File: config.mk
export PLATFORM = sky130hd
export DESIGN_NAME = ooo_core
export DESIGN_NICKNAME = d
export VERILOG_FILES = /design/src/hdl/ooo_pkg.sv /design/src/hdl/cdb_arbiter.sv /design/src/hdl/insn_buffer.sv /design/src/hdl/mul_pipe.sv /design/src/hdl/ooo_core.sv /design/src/hdl/reg_state.sv /design/src/hdl/res_station.sv /design/src/hdl/rob.sv
export SDC_FILE = /design/constraint.sdc
export NUM_CORES = 2
export LEC_CHECK = 0
export BUFFER_PORTS_ARGS = -buffer_cell sky130_fd_sc_hd__clkbuf_2
export CAP_MARGIN = 20
export CELL_PAD_IN_SITES_DETAIL_PLACEMENT = 1
export CELL_PAD_IN_SITES_GLOBAL_PLACEMENT = 1
export CORE_MARGIN = 5
export CORE_UTILIZATION = 40
export CTS_CLUSTER_SIZE = 16
export DETAILED_ROUTE_END_ITERATION = 10
export MAX_ROUTING_LAYER = met4
export PLACE_DENSITY = 0.66
export SYNTH_ARGS = -nofsm -noshare
export SYNTH_HDL_FRONTEND = slang
export SYNTH_SLANG_ARGS = --single-unit
File: constraint.sdc
create_clock -name clock -period 8.9 [get_ports clock]
set_input_delay 1.78 -clock clock [delete_from_list [all_inputs] [get_ports clock]]
set_output_delay 1.78 -clock clock [all_outputs]
set_load 0.01 [all_outputs]
File: src/hdl/ooo_pkg.sv
/*
 * Shared definitions for the out-of-order integer core
 * Widths, sizes, opcodes and the packets passed between stages
 */
package ooo_pkg;

    // Architectural state
    localparam int NUM_REGS = 8;
    localparam int REG_W    = 3;
    localparam int DATA_W   = 16;
    localparam int HALF_W   = DATA_W / 2;
    localparam int IMM_W    = 8;

    // Queue sizes and pointer widths
    localparam int ROB_DEPTH  = 8;
    localparam int TAG_W      = 3;
    localparam int RS_DEPTH   = 4;
    localparam int RS_IDX_W   = 2;
    localparam int AGE_W      = 2;
    localparam int IB_DEPTH   = 4;
    localparam int IB_PTR_W   = 2;
    localparam int MUL_STAGES = 3;

    typedef enum logic [2:0] {
        OP_ADD = 3'd0,
        OP_SUB = 3'd1,
        OP_AND = 3'd2,
        OP_XOR = 3'd3,
        OP_MUL = 3'd4,
        // Zero-extended immediate into rd
        OP_LI  = 3'd5
    } op_e;

    typedef struct packed {
        op_e              op;
        logic [REG_W-1:0] rd;
        logic [REG_W-1:0] rs1;
        logic [REG_W-1:0] rs2;
        logic [IMM_W-1:0] imm;
    } insn_t;

    // Either a ready value or the tag of the producer
    typedef struct packed {
        logic              ready;
        logic [TAG_W-1:0]  tag;
        logic [DATA_W-1:0] value;
    } operand_t;

    typedef struct packed {
        op_e              op;
        operand_t         src1;
        operand_t         src2;
        logic [TAG_W-1:0] tag;
    } dp_packet_t;

    typedef struct packed {
        logic              valid;
        op_e               op;
        logic [DATA_W-1:0] a;
        logic [DATA_W-1:0] b;
        logic [TAG_W-1:0]  tag;
    } exec_packet_t;

    typedef struct packed {
        logic              valid;
        logic [TAG_W-1:0]  tag;
        logic [DATA_W-1:0] value;
    } cdb_packet_t;

    typedef struct packed {
        logic              valid;
        logic [REG_W-1:0]  rd;
        logic [TAG_W-1:0]  tag;
        logic [DATA_W-1:0] value;
    } retire_packet_t;

endpackage

File: src/hdl/cdb_arbiter.sv
/*
 * ALU and CDB arbiter
 * One-cycle ALU into a holding register; multiplier owns the bus when valid
 */
`timescale 1ns/1ps

module cdb_arbiter
    import ooo_pkg::*;
(
    input  logic         clock,
    input  logic         rst,
    input  exec_packet_t alu_issue,
    input  cdb_packet_t  mul_result,
    output logic         alu_ready,
    output cdb_packet_t  cdb
);

    logic              alu_valid;
    logic [TAG_W-1:0]  alu_tag;
    logic [DATA_W-1:0] alu_data;
    logic [DATA_W-1:0] alu_value;

    always_comb begin
        case (alu_issue.op)
            OP_ADD:  alu_value = alu_issue.a + alu_issue.b;
            OP_SUB:  alu_value = alu_issue.a - alu_issue.b;
            OP_AND:  alu_value = alu_issue.a & alu_issue.b;
            OP_XOR:  alu_value = alu_issue.a ^ alu_issue.b;
            // Immediate already sits in operand 1
            OP_LI:   alu_value = alu_issue.a;
            default: alu_value = '0;
        endcase
    end

    assign alu_ready = !alu_valid;
    assign cdb = mul_result.valid ? mul_result : '{valid: alu_valid, tag: alu_tag, value: alu_data};

    always_ff @(posedge clock) begin
        if (rst) begin
            alu_valid <= 1'b0;
        end else if (alu_issue.valid) begin
            alu_valid <= 1'b1;
        end else if (!mul_result.valid) begin
            // Held result got the bus this cycle
            alu_valid <= 1'b0;
        end
    end

    always_ff @(posedge clock) begin
        if (alu_issue.valid) begin
            alu_tag  <= alu_issue.tag;
            alu_data <= alu_value;
        end
    end

    // Station honours alu_ready, so a pending result is never replaced
    a_hold_safe: assert property (@(posedge clock) disable iff (rst)
        alu_issue.valid |-> !alu_valid);

endmodule

File: src/hdl/insn_buffer.sv
/*
 * Instruction buffer
 * Four-phase req/ack receiver feeding a small circular FIFO
 */
`timescale 1ns/1ps

module insn_buffer
    import ooo_pkg::*;
(
    input  logic  clock,
    input  logic  rst,
    input  logic  insn_req,
    input  insn_t insn,
    input  logic  pop,
    output logic  insn_ack,
    output insn_t head,
    output logic  empty
);

    insn_t               slots [IB_DEPTH];
    logic [IB_PTR_W-1:0] wr_ptr;
    logic [IB_PTR_W-1:0] rd_ptr;
    logic [IB_PTR_W:0]   count;
    logic                push;

    // New request, previous one closed, room left
    assign push  = insn_req && !insn_ack && (count != (IB_PTR_W+1)'(IB_DEPTH));
    assign empty = (count == '0);
    assign head  = slots[rd_ptr];

    always_ff @(posedge clock) begin
        if (rst) begin
            insn_ack <= 1'b0;
            wr_ptr   <= '0;
            rd_ptr   <= '0;
            count    <= '0;
        end else begin
            if (push) begin
                insn_ack <= 1'b1;
                wr_ptr   <= wr_ptr + 1'b1;
            end else if (!insn_req) begin
                // Source has withdrawn, close the handshake
                insn_ack <= 1'b0;
            end
            if (pop) begin
                rd_ptr <= rd_ptr + 1'b1;
            end
            count <= count + (IB_PTR_W+1)'(push) - (IB_PTR_W+1)'(pop);
        end
    end

    always_ff @(posedge clock) begin
        if (push) begin
            slots[wr_ptr] <= insn;
        end
    end

    // Dispatch only pops a buffer that holds something
    a_no_pop_empty: assert property (@(posedge clock) disable iff (rst) pop |-> !empty);

endmodule

File: src/hdl/mul_pipe.sv
/*
 * Pipelined multiplier
 * Three stages with valid and tag shifted alongside, product kept to DATA_W
 */
`timescale 1ns/1ps

module mul_pipe
    import ooo_pkg::*;
(
    input  logic         clock,
    input  logic         rst,
    input  exec_packet_t issue,
    output cdb_packet_t  result
);

    logic [MUL_STAGES-1:0] vld;
    logic [TAG_W-1:0]      tag_q [MUL_STAGES];
    logic [DATA_W-1:0]     a_q;
    logic [DATA_W-1:0]     b_q;
    logic [DATA_W-1:0]     pp_lo;
    logic [HALF_W-1:0]     pp_hi;
    logic [DATA_W-1:0]     sum_q;

    always_ff @(posedge clock) begin
        if (rst) begin
            vld <= '0;
        end else begin
            vld <= {vld[MUL_STAGES-2:0], issue.valid};
        end
    end

    always_ff @(posedge clock) begin
        tag_q[0] <= issue.tag;
        for (int s = 1; s < MUL_STAGES; s++) begin
            tag_q[s] <= tag_q[s-1];
        end
        // Stage 1, operand capture
        a_q <= issue.a;
        b_q <= issue.b;
        // Stage 2, partial products; upper half only matters mod 2^HALF_W
        pp_lo <= DATA_W'(a_q[HALF_W-1:0]) * b_q;
        pp_hi <= a_q[DATA_W-1:HALF_W] * b_q[HALF_W-1:0];
        // Stage 3, recombine
        sum_q <= pp_lo + {pp_hi, {HALF_W{1'b0}}};
    end

    assign result.valid = vld[MUL_STAGES-1];
    assign result.tag   = tag_q[MUL_STAGES-1];
    assign result.value = sum_q;

endmodule

File: src/hdl/ooo_core.sv
/*
 * Out-of-order core top level
 * Connects buffer, rename, station, units, CDB and ROB; forms dispatch
 */
`timescale 1ns/1ps

module ooo_core
    import ooo_pkg::*;
(
    input  logic              clock,
    input  logic              rst,
    input  logic              insn_req,
    input  insn_t             insn,
    output logic              insn_ack,
    output logic              commit_valid,
    output logic [REG_W-1:0]  commit_rd,
    output logic [DATA_W-1:0] commit_data
);

    insn_t            ib_head;
    logic             ib_empty;
    logic             rs_full;
    logic             rob_full;
    logic             alu_ready;
    logic             dispatch;
    logic [TAG_W-1:0] rob_tail;
    operand_t         src_a;
    operand_t         src_b;
    dp_packet_t       dp;
    exec_packet_t     alu_issue;
    exec_packet_t     mul_issue;
    cdb_packet_t      mul_result;
    cdb_packet_t      cdb;
    retire_packet_t   retire;

    //////////////////////////////////////////////////
    // Dispatch
    //////////////////////////////////////////////////

    assign dispatch = !ib_empty && !rs_full && !rob_full;

    always_comb begin
        dp.op   = ib_head.op;
        dp.tag  = rob_tail;
        dp.src1 = src_a;
        dp.src2 = src_b;
        // LI reads no register
        if (ib_head.op == OP_LI) begin
            dp.src1 = '{ready: 1'b1, tag: '0, value: DATA_W'(ib_head.imm)};
            dp.src2 = '{ready: 1'b1, tag: '0, value: '0};
        end
    end

    //////////////////////////////////////////////////
    // Stages
    //////////////////////////////////////////////////

    insn_buffer u_insn_buffer (
        .clock, .rst, .insn_req, .insn,
        .pop   (dispatch),
        .insn_ack,
        .head  (ib_head),
        .empty (ib_empty)
    );

    reg_state u_reg_state (
        .clock, .rst,
        .rd_idx_a   (ib_head.rs1),
        .rd_idx_b   (ib_head.rs2),
        .rename_en  (dispatch),
        .rename_rd  (ib_head.rd),
        .rename_tag (rob_tail),
        .cdb, .retire, .src_a, .src_b
    );

    res_station u_res_station (
        .clock, .rst, .dispatch, .dp, .cdb, .alu_ready,
        .full (rs_full),
        .alu_issue, .mul_issue
    );

    mul_pipe u_mul_pipe (
        .clock, .rst,
        .issue  (mul_issue),
        .result (mul_result)
    );

    cdb_arbiter u_cdb_arbiter (
        .clock, .rst, .alu_issue, .mul_result, .alu_ready, .cdb
    );

    rob u_rob (
        .clock, .rst,
        .alloc    (dispatch),
        .alloc_rd (ib_head.rd),
        .cdb,
        .full     (rob_full),
        .tail_tag (rob_tail),
        .retire
    );

    // Retirement is the commit
    assign commit_valid = retire.valid;
    assign commit_rd    = retire.rd;
    assign commit_data  = retire.value;

endmodule

File: src/hdl/reg_state.sv
/*
 * Register state
 * Architectural values plus rename tags, read at dispatch, written at retire
 */
`timescale 1ns/1ps

module reg_state
    import ooo_pkg::*;
(
    input  logic             clock,
    input  logic             rst,
    input  logic [REG_W-1:0] rd_idx_a,
    input  logic [REG_W-1:0] rd_idx_b,
    input  logic             rename_en,
    input  logic [REG_W-1:0] rename_rd,
    input  logic [TAG_W-1:0] rename_tag,
    input  cdb_packet_t      cdb,
    input  retire_packet_t   retire,
    output operand_t         src_a,
    output operand_t         src_b
);

    logic [DATA_W-1:0]   arch_val [NUM_REGS];
    logic [DATA_W-1:0]   spec_val [NUM_REGS];
    logic [TAG_W-1:0]    tag_map  [NUM_REGS];
    logic [NUM_REGS-1:0] busy;
    // Producer has broadcast but not yet retired
    logic [NUM_REGS-1:0] done;

    function automatic operand_t lookup(input logic [REG_W-1:0] idx);
        operand_t opnd;
        opnd.ready = 1'b1;
        opnd.tag   = tag_map[idx];
        opnd.value = arch_val[idx];
        if (busy[idx]) begin
            if (done[idx]) begin
                opnd.value = spec_val[idx];
            end else if (cdb.valid && cdb.tag == tag_map[idx]) begin
                // Bypass the broadcast of this very cycle
                opnd.value = cdb.value;
            end else begin
                opnd.ready = 1'b0;
            end
        end
        return opnd;
    endfunction

    always_comb begin
        src_a = lookup(rd_idx_a);
        src_b = lookup(rd_idx_b);
    end

    always_ff @(posedge clock) begin
        if (rst) begin
            busy <= '0;
            done <= '0;
            for (int r = 0; r < NUM_REGS; r++) begin
                arch_val[r] <= '0;
            end
        end else begin
            if (retire.valid) begin
                arch_val[retire.rd] <= retire.value;
                // Younger rename keeps its tag
                if (busy[retire.rd] && tag_map[retire.rd] == retire.tag) begin
                    busy[retire.rd] <= 1'b0;
                end
            end
            for (int r = 0; r < NUM_REGS; r++) begin
                if (busy[r] && cdb.valid && cdb.tag == tag_map[r]) begin
                    done[r]     <= 1'b1;
                    spec_val[r] <= cdb.value;
                end
            end
            // Rename comes last and wins over the updates above
            if (rename_en) begin
                busy[rename_rd]    <= 1'b1;
                done[rename_rd]    <= 1'b0;
                tag_map[rename_rd] <= rename_tag;
            end
        end
    end

endmodule

File: src/hdl/res_station.sv
/*
 * Reservation station
 * Holds dispatched operations, wakes operands from the CDB and
 * issues the oldest ready entry to the ALU and to the multiplier
 */
`timescale 1ns/1ps

module res_station
    import ooo_pkg::*;
(
    input  logic         clock,
    input  logic         rst,
    input  logic         dispatch,
    input  dp_packet_t   dp,
    input  cdb_packet_t  cdb,
    input  logic         alu_ready,
    output logic         full,
    output exec_packet_t alu_issue,
    output exec_packet_t mul_issue
);

    dp_packet_t          ent      [RS_DEPTH];
    // Age is the count of younger busy entries, so the oldest has the largest
    logic [AGE_W-1:0]    age      [RS_DEPTH];
    logic [AGE_W-1:0]    age_next [RS_DEPTH];
    logic [RS_DEPTH-1:0] busy;
    logic [RS_IDX_W-1:0] alu_sel;
    logic [RS_IDX_W-1:0] mul_sel;
    logic [RS_IDX_W-1:0] free_sel;
    logic                alu_found;
    logic                alu_take;

    function automatic operand_t wake(input operand_t opnd, input cdb_packet_t bus);
        operand_t res;
        res = opnd;
        if (!opnd.ready && bus.valid && bus.tag == opnd.tag) begin
            res.ready = 1'b1;
            res.value = bus.value;
        end
        return res;
    endfunction

    assign full     = &busy;
    assign alu_take = alu_found && alu_ready;

    //////////////////////////////////////////////////
    // Selection
    //////////////////////////////////////////////////

    always_comb begin
        alu_found       = 1'b0;
        mul_issue.valid = 1'b0;
        alu_sel         = '0;
        mul_sel         = '0;
        free_sel        = '0;
        for (int i = RS_DEPTH - 1; i >= 0; i--) begin
            // Lowest free slot for dispatch
            if (!busy[i]) begin
                free_sel = RS_IDX_W'(i);
            end
        end
        for (int i = 0; i < RS_DEPTH; i++) begin
            if (busy[i] && ent[i].src1.ready && ent[i].src2.ready) begin
                if (ent[i].op == OP_MUL) begin
                    if (!mul_issue.valid || age[i] > age[mul_sel]) begin
                        mul_issue.valid = 1'b1;
                        mul_sel         = RS_IDX_W'(i);
                    end
                end else if (!alu_found || age[i] > age[alu_sel]) begin
                    alu_found = 1'b1;
                    alu_sel   = RS_IDX_W'(i);
                end
            end
        end
        alu_issue.valid = alu_take;
        alu_issue.op    = ent[alu_sel].op;
        alu_issue.a     = ent[alu_sel].src1.value;
        alu_issue.b     = ent[alu_sel].src2.value;
        alu_issue.tag   = ent[alu_sel].tag;
        mul_issue.op    = ent[mul_sel].op;
        mul_issue.a     = ent[mul_sel].src1.value;
        mul_issue.b     = ent[mul_sel].src2.value;
        mul_issue.tag   = ent[mul_sel].tag;
    end

    // Older entries count the newcomer, lose the younger ones that leave
    always_comb begin
        for (int i = 0; i < RS_DEPTH; i++) begin
            age_next[i] = age[i] + AGE_W'(dispatch);
            if (alu_take && age[alu_sel] < age[i]) begin
                age_next[i] = age_next[i] - 1'b1;
            end
            if (mul_issue.valid && age[mul_sel] < age[i]) begin
                age_next[i] = age_next[i] - 1'b1;
            end
        end
    end

    //////////////////////////////////////////////////
    // Entry state
    //////////////////////////////////////////////////

    always_ff @(posedge clock) begin
        if (rst) begin
            busy <= '0;
        end else begin
            for (int i = 0; i < RS_DEPTH; i++) begin
                if ((alu_take && alu_sel == i) || (mul_issue.valid && mul_sel == i)) begin
                    busy[i] <= 1'b0;
                end else if (dispatch && free_sel == i) begin
                    busy[i] <= 1'b1;
                end
            end
        end
    end

    always_ff @(posedge clock) begin
        for (int i = 0; i < RS_DEPTH; i++) begin
            if (dispatch && free_sel == i) begin
                ent[i] <= dp;
                age[i] <= '0;
            end else begin
                ent[i].src1 <= wake(ent[i].src1, cdb);
                ent[i].src2 <= wake(ent[i].src2, cdb);
                age[i]      <= age_next[i];
            end
        end
    end

    // Issued operands must have been woken by an earlier broadcast or dispatch
    a_alu_ready_ops: assert property (@(posedge clock) disable iff (rst)
        alu_issue.valid |-> ent[alu_sel].src1.ready && ent[alu_sel].src2.ready);
    a_mul_ready_ops: assert property (@(posedge clock) disable iff (rst)
        mul_issue.valid |-> ent[mul_sel].src1.ready && ent[mul_sel].src2.ready);

endmodule

File: src/hdl/rob.sv
/*
 * Reorder buffer
 * Allocates at dispatch, marks completion from the CDB, retires in order
 */
`timescale 1ns/1ps

module rob
    import ooo_pkg::*;
(
    input  logic             clock,
    input  logic             rst,
    input  logic             alloc,
    input  logic [REG_W-1:0] alloc_rd,
    input  cdb_packet_t      cdb,
    output logic             full,
    output logic [TAG_W-1:0] tail_tag,
    output retire_packet_t   retire
);

    logic [REG_W-1:0]     rd_q  [ROB_DEPTH];
    logic [DATA_W-1:0]    val_q [ROB_DEPTH];
    logic [ROB_DEPTH-1:0] done;
    logic [TAG_W-1:0]     head;
    logic [TAG_W-1:0]     tail;
    logic [TAG_W:0]       count;

    assign full     = (count == (TAG_W+1)'(ROB_DEPTH));
    assign tail_tag = tail;

    // Head leaves as soon as its result has arrived
    always_comb begin
        retire.valid = (count != '0) && done[head];
        retire.rd    = rd_q[head];
        retire.tag   = head;
        retire.value = val_q[head];
    end

    always_ff @(posedge clock) begin
        if (rst) begin
            done  <= '0;
            head  <= '0;
            tail  <= '0;
            count <= '0;
        end else begin
            if (alloc) begin
                done[tail] <= 1'b0;
                tail       <= tail + 1'b1;
            end
            if (cdb.valid) begin
                done[cdb.tag] <= 1'b1;
            end
            if (retire.valid) begin
                head <= head + 1'b1;
            end
            count <= count + (TAG_W+1)'(alloc) - (TAG_W+1)'(retire.valid);
        end
    end

    always_ff @(posedge clock) begin
        if (alloc) begin
            rd_q[tail] <= alloc_rd;
        end
        if (cdb.valid) begin
            val_q[cdb.tag] <= cdb.value;
        end
    end

    // Dispatch condition at the top level must respect a full buffer
    a_no_alloc_full: assert property (@(posedge clock) disable iff (rst) alloc |-> !full);

endmodule

Yosys cells after proc, flatten, opt, wreduce, memory -nomap -nowiden. Memory sizes are Yosys's and may differ from the RTL's. A register that Yosys moved wholly into a read port is not among the register bits. Cells that the tools add are included.

Input port bits: 23. Register bits after elaboration: 141. Memory bits (writable): 713. Memories: 9. Output and inout bits: 21. Logic and storage cells: 475.

Reductions and logical operators: 114. Bitwise operators: 22. Mux-type cells: 217. $lt $le $gt $ge: 24. Add/subtract/negate cells: 23. $mul: 2. Eq/ne operators: 41.

Memory list: u_res_station.ent (depth 4, width 46, read ports 6, clocked after Yosys merged registers in 0, wr ports 4, line res_station.sv:22) `dp_packet_t ent [RS_DEPTH];`; u_reg_state.arch_val (depth 8, width 16, read ports 2, clocked after Yosys merged registers in 0, wr ports 8, line reg_state.sv:23) `logic [DATA_W-1:0] arch_val [NUM_REGS];`; u_reg_state.spec_val (depth 8, width 16, read ports 2, clocked after Yosys merged registers in 0, wr ports 8, line reg_state.sv:24) `logic [DATA_W-1:0] spec_val [NUM_REGS];`; u_rob.val_q (depth 8, width 16, read ports 1, clocked after Yosys merged registers in 1, wr ports 1, line rob.sv:21) `logic [DATA_W-1:0] val_q [ROB_DEPTH];`; u_insn_buffer.slots (depth 4, width 20, read ports 1, clocked after Yosys merged registers in 1, wr ports 1, line insn_buffer.sv:20) `insn_t slots [IB_DEPTH];`; u_reg_state.tag_map (depth 8, width 3, read ports 11, clocked after Yosys merged registers in 0, wr ports 1, line reg_state.sv:25) `logic [TAG_W-1:0] tag_map [NUM_REGS];`; +3 memories.

Operator list (number): $mux W16 (23); $mux W20 (9); $mux W1 (126); $pmux W16 S5 (1); $logic_and A1 B1 Y1 (73); $mux W2 (34); $mux W8 (8); $eq A3 B3 Y1 (19); $mux W40 (1); $add A16 B16 Y16 (2); $lt A3 B4 Y1 const B (7); $and A8 B8 Y8 (3); $not A8 Y8 (3); $logic_not A1 Y1 (19); $bmux W1 S3 (6); $eq A3 B3 Y1 const B (6); $and A16 B16 Y16 (1); $lt A2 B2 Y1 (8); $mul A8 B16 Y16 (1); $or A8 B8 Y8 (2); $reduce_or A16 Y1 (1); $sub A16 B16 Y16 (1); $sub A2 B1 Y2 const B (8); $xor A16 B16 Y16 (1); 27 further kinds (80).

Depth between registers and ports, before layout. An unclocked memory read counts as a cell.

Depth in word-level cells: 28. Depth in mapped cells: 41.

Modules after synthesis. A second synthesis with hierarchy kept.

Cell total of the unflattened synthesis: 3600. Area, all modules: 45633.8 um^2.

Modules (own cells, without submodules): reg_state (instances 1, area each 16054.1 um^2, cells an instance 1046, seq. area each 8728.4 um^2); res_station (instances 1, area each 10795.4 um^2, cells an instance 1145, seq. area each 5685.5 um^2); rob (instances 1, area each 6796.5 um^2, cells an instance 352, seq. area each 4984.8 um^2); mul_pipe (instances 1, area each 5708.0 um^2, cells an instance 579, seq. area each 1681.6 um^2); insn_buffer (instances 1, area each 3372.0 um^2, cells an instance 155, seq. area each 2602.5 um^2); cdb_arbiter (instances 1, area each 2539.9 um^2, cells an instance 277, seq. area each 590.6 um^2); ooo_core (instances 1, area each 367.9 um^2, cells an instance 46, seq. area each 0.0 um^2).

Worst setup path after synthesis. OpenSTA, ideal clock, no wires.

Path type: register to register. From: mem u_res_station.age[0][1]. To: reg u_cdb_arbiter.alu_data[15] (data pin). Buffers on the path: 7. Data arrival time: 7.847 ns. Required time: 8.635 ns. Slack: 0.787 ns. Stages on the path, launching flop included: 41. Cell sequence: dfxtp_1 inv_1 ha_1 nor2b_1 a2bb2oi_1 o21a_1 buf_2 buf_1 nor2_1 a21oi_1 ha_1 nor2b_1 o21a_1 o21ai_2 buf_2 buf_1 o21ai_0 ha_1 (+5 left out) and2_1 a221o_1 nor3_2 clkbuf_1 nor2_1 a21oi_1 inv_1 ha_1 nor2b_1 o2111ai_1 a31oi_1 a211oi_1 o21ai_0 o211ai_1 nor4_1 a221o_1 a2111oi_2 nand2_1.

RTL lines: start: declaration (line res_station.sv:24) `logic [AGE_W-1:0] age [RS_DEPTH];`; end signal: assignment (line cdb_arbiter.sv:52) `alu_data <= alu_value;`; end: declaration (line cdb_arbiter.sv:20) `logic [DATA_W-1:0] alu_data;`.

==> out/qor.csv <==
metric;value;unit
status;complete, no violations;
die area;0.118;sq mm
Synth cell types;99;
WS Path Type;reg2reg;
CTS H-tree lvls;3;
Setup Viol. Count Final;0;
P&R area growth vs syn;12.0;%
Reg-to-Reg Start;u_res_station.age[0][1];
cell accounting for the most synthesized area;edfxtp_1;
Total GRT Usage;23.3;%
worst hold path class;reg2reg;
initial antenna violation count;1;
# fillers;11300;
Post-synth EDFFs;707;
Starting DRT DRC Count;2521;
row count;122;
ys flop type;edfxtp_1;
Slew @ Worst Pin;1.05;ns
Final ANT Viol Nets;0;
Post-route DRC;0;
die width;344;um
fin nets;3646;
starting density of the core;40.3;%
hold path depth;0;
grt total ovfl;0;
critical path's slowest cell;a221o_1;
clock sink count;859;
post-layout min period;8.21;ns
Syn. warnings;0;
top cells by area, synth;edfxtp_1, mux4_2, dfxtp_1;
met1 usage;32.0;%
final core occ;45.1;%
first-pass GRT wire length;201;mm
TritonCTS Buffers;96;
clk_lat worst skew;0.71;ns
Post-Syn Instances;3414;
worst reg2reg path depth;34;
met3 usage;3.29;%
maximum VDD drop;0.542;mV
most common cell in the netlist;edfxtp_1;
CP Data Required Time;9.31;ns
share of cells above drive strength 1;17.8;%
multi-input logic area;0.0189;sq mm
dpl hpwl;91.2;mm
power density cells;465;mW/mm^2
Crit path top cell by count;ha_1;
chip height;344;um
core area;0.111;sq mm
Total Power;23200;uW
Routed WL;134;mm
count of final hold-check violations;0;
max_cap viols;0;
CTS Root Buffer Type;clkbuf_16;
Clk pin slew, worst setup/hold paths;0.06;ns
cell leakage power;0.0179;uW
vias per inst;5.85;
largest net degree at the start of global routing;66;
top post-synthesis cells by count;edfxtp_1, nand2_1, nor2_1, mux4_2, inv_1;
Final Skew;0.0527;ns
reg2reg end;u_cdb_arbiter.alu_data[15];
GR Util met2;37.1;%
maximum fanout along the worst path;10;
io pins;44;
Avg Inst Size Synth;13.1;sq um
CTS tree;done;
GPL Wtd Cong;0.890;
mapped cell area;0.0446;sq mm
Yosys reg bits;859;
Critical Path Sink Type;register;
Rel. slew slack;28.0;%
Vias;29300;
vias in the first global route;30500;
IO Port Bufs;43;
hold buffer count at CTS;0;
CTS Buffer Depth;3;
unrepaired setup endpoints after global routing;no;
r2r setup slk;0.69;ns
final slew viol count;0;
sequential cell area;0.0243;sq mm
Setup TNS;0;ns
Fmax;122;MHz
WP data arrival;8.62;ns
CP Launch Type;register;
Syn Nets;3628;
wire length per cell;26.8;um
GR peak layer;met2;
First-pass DRT Iterations;5;
slowest stage delay, CP;0.45;ns
period utilization;92.3;%
hold_sp;u_mul_pipe.tag_q[0][2];
Ant. Diodes;0;
asr flop ratio synth;0;%
Seq/Total Area, Yosys;54.4;%
hold path endpoint;u_mul_pipe.tag_q[0][5];
Synth top area share;47.6;%
==> power by group <==
group	total (uW)	switching [uW]	internal [uW]	leakage [uW]
clock network	4070	1740	2330	0.00158
registers	6280	636	5650	0.00787
logic	12900	7490	5390	0.00849
==> state kept, by name, summed over array words and instances, names as in the netlist, 4 cells and up, named ones only <==
signal,cells
u_reg_state.done,8
u_mul_pipe.a_q,16
u_mul_pipe.b_q,16
u_reg_state.arch_val,128
u_reg_state.busy,8
u_res_station.ent,184
u_res_station.busy,4
u_mul_pipe.pp_lo,16
u_rob.rd_q,24
u_mul_pipe.pp_hi,8
u_reg_state.spec_val,128
u_mul_pipe.tag_q,9
u_res_station.age,8
u_mul_pipe.sum_q,16
u_rob.done,8
u_insn_buffer.slots,80
u_rob.val_q,128
u_rob.count,4
u_cdb_arbiter.alu_data,16
u_reg_state.tag_map,24
==> worst max path at each step <==
stage,to,slack (ns),cells after the start,startpoint
after floorplan,u_cdb_arbiter.alu_data[15],0.79,40,u_res_station.age[0][1]
after global placement,u_cdb_arbiter.alu_data[15],0.80,34,u_res_station.age[0][1]
after detailed placement,u_cdb_arbiter.alu_data[15],0.67,34,u_res_station.age[0][1]
after CTS,u_cdb_arbiter.alu_data[15],0.59,34,u_res_station.age[0][1]
after global routing,u_cdb_arbiter.alu_data[15],0.04,32,u_res_station.age[0][1]
final,u_cdb_arbiter.alu_data[15],0.69,34,u_res_station.age[0][1]
==> per-stage QoR <==
step | instance area [sq um] | setup WS (ns) | cells | hold slack, ns
final | 50000 | 0.686 | 5002 | 0.326
after global routing | 50000 | 0.0390 | 5002 | 0.332
after detailed placement | 46600 | 0.672 | 4817 | 0.313
after floorplan | 44600 | 0.787 | 3414 | 0.310
after CTS | 49800 | 0.588 | 4997 | 0.329
after global placement | 46500 | 0.804 | 4816 | 0.311
==> metal layers <==
layer | share of wire, % | up-vias
li1 | - | 12800
met1 | 44 | 15300
met2 | 48 | 964
met3 | 6.1 | 191
met4 | 2.4 | 0
met5 | 0 | -
==> cell families after synthesis <==
| kind of cell | share of synthesized area [%] |
|---|---|
| buf+inv | 3.69 |
| flops | 54.4 |
| mux | 13.4 |
| fa+ha+maj | 6.73 |
| compound gates | 9.14 |
| xor+xnor | 2.96 |
| simple gates | 9.68 |
==> timing repair <==
item / in CTS / in global routing
setup buffers: 0 / 0
setup endpoints to repair: 0 / 1
gates resized for setup: 0 / 2
==> final cells by class <==
class                           count  share of cell area [%]
Clock buffer                      132                    5.49
Multi-Input combinational cell   2171                    37.9
Tap cell                         1488                    3.73
Clock inverter                     48                    1.05
Inverter                          168                    1.26
Timing Repair Buffer              136                    2.01
Sequential cell                   859                    48.6
==> placed cells by master, fill, tap and decap left out, drive strengths merged, types with 115 or more instances in the layout <==
cell type    n
mux4       208
clkbuf     175
xnor2      118
edfxtp     707
ha         115
inv        168
dfxtp      152
nor2       278
a21oi      165
nand2      346
==> worst max-delay path, delay by kind of cell, from the launching register on <==
kind | cells | cell delay [ns]
buffers and inverters | 3 | 0.43
multiplexers | 1 | 0.39
adder cells (fa/ha/maj) | 5 | 1.34
AO/OA/AOI/OAI | 17 | 4.22
flip-flops | 1 | 0.36
XOR/XNOR | 1 | 0.14
AND/OR/NAND/NOR | 7 | 1.05
No activity file was read; power rests on OpenSTA's default activity.
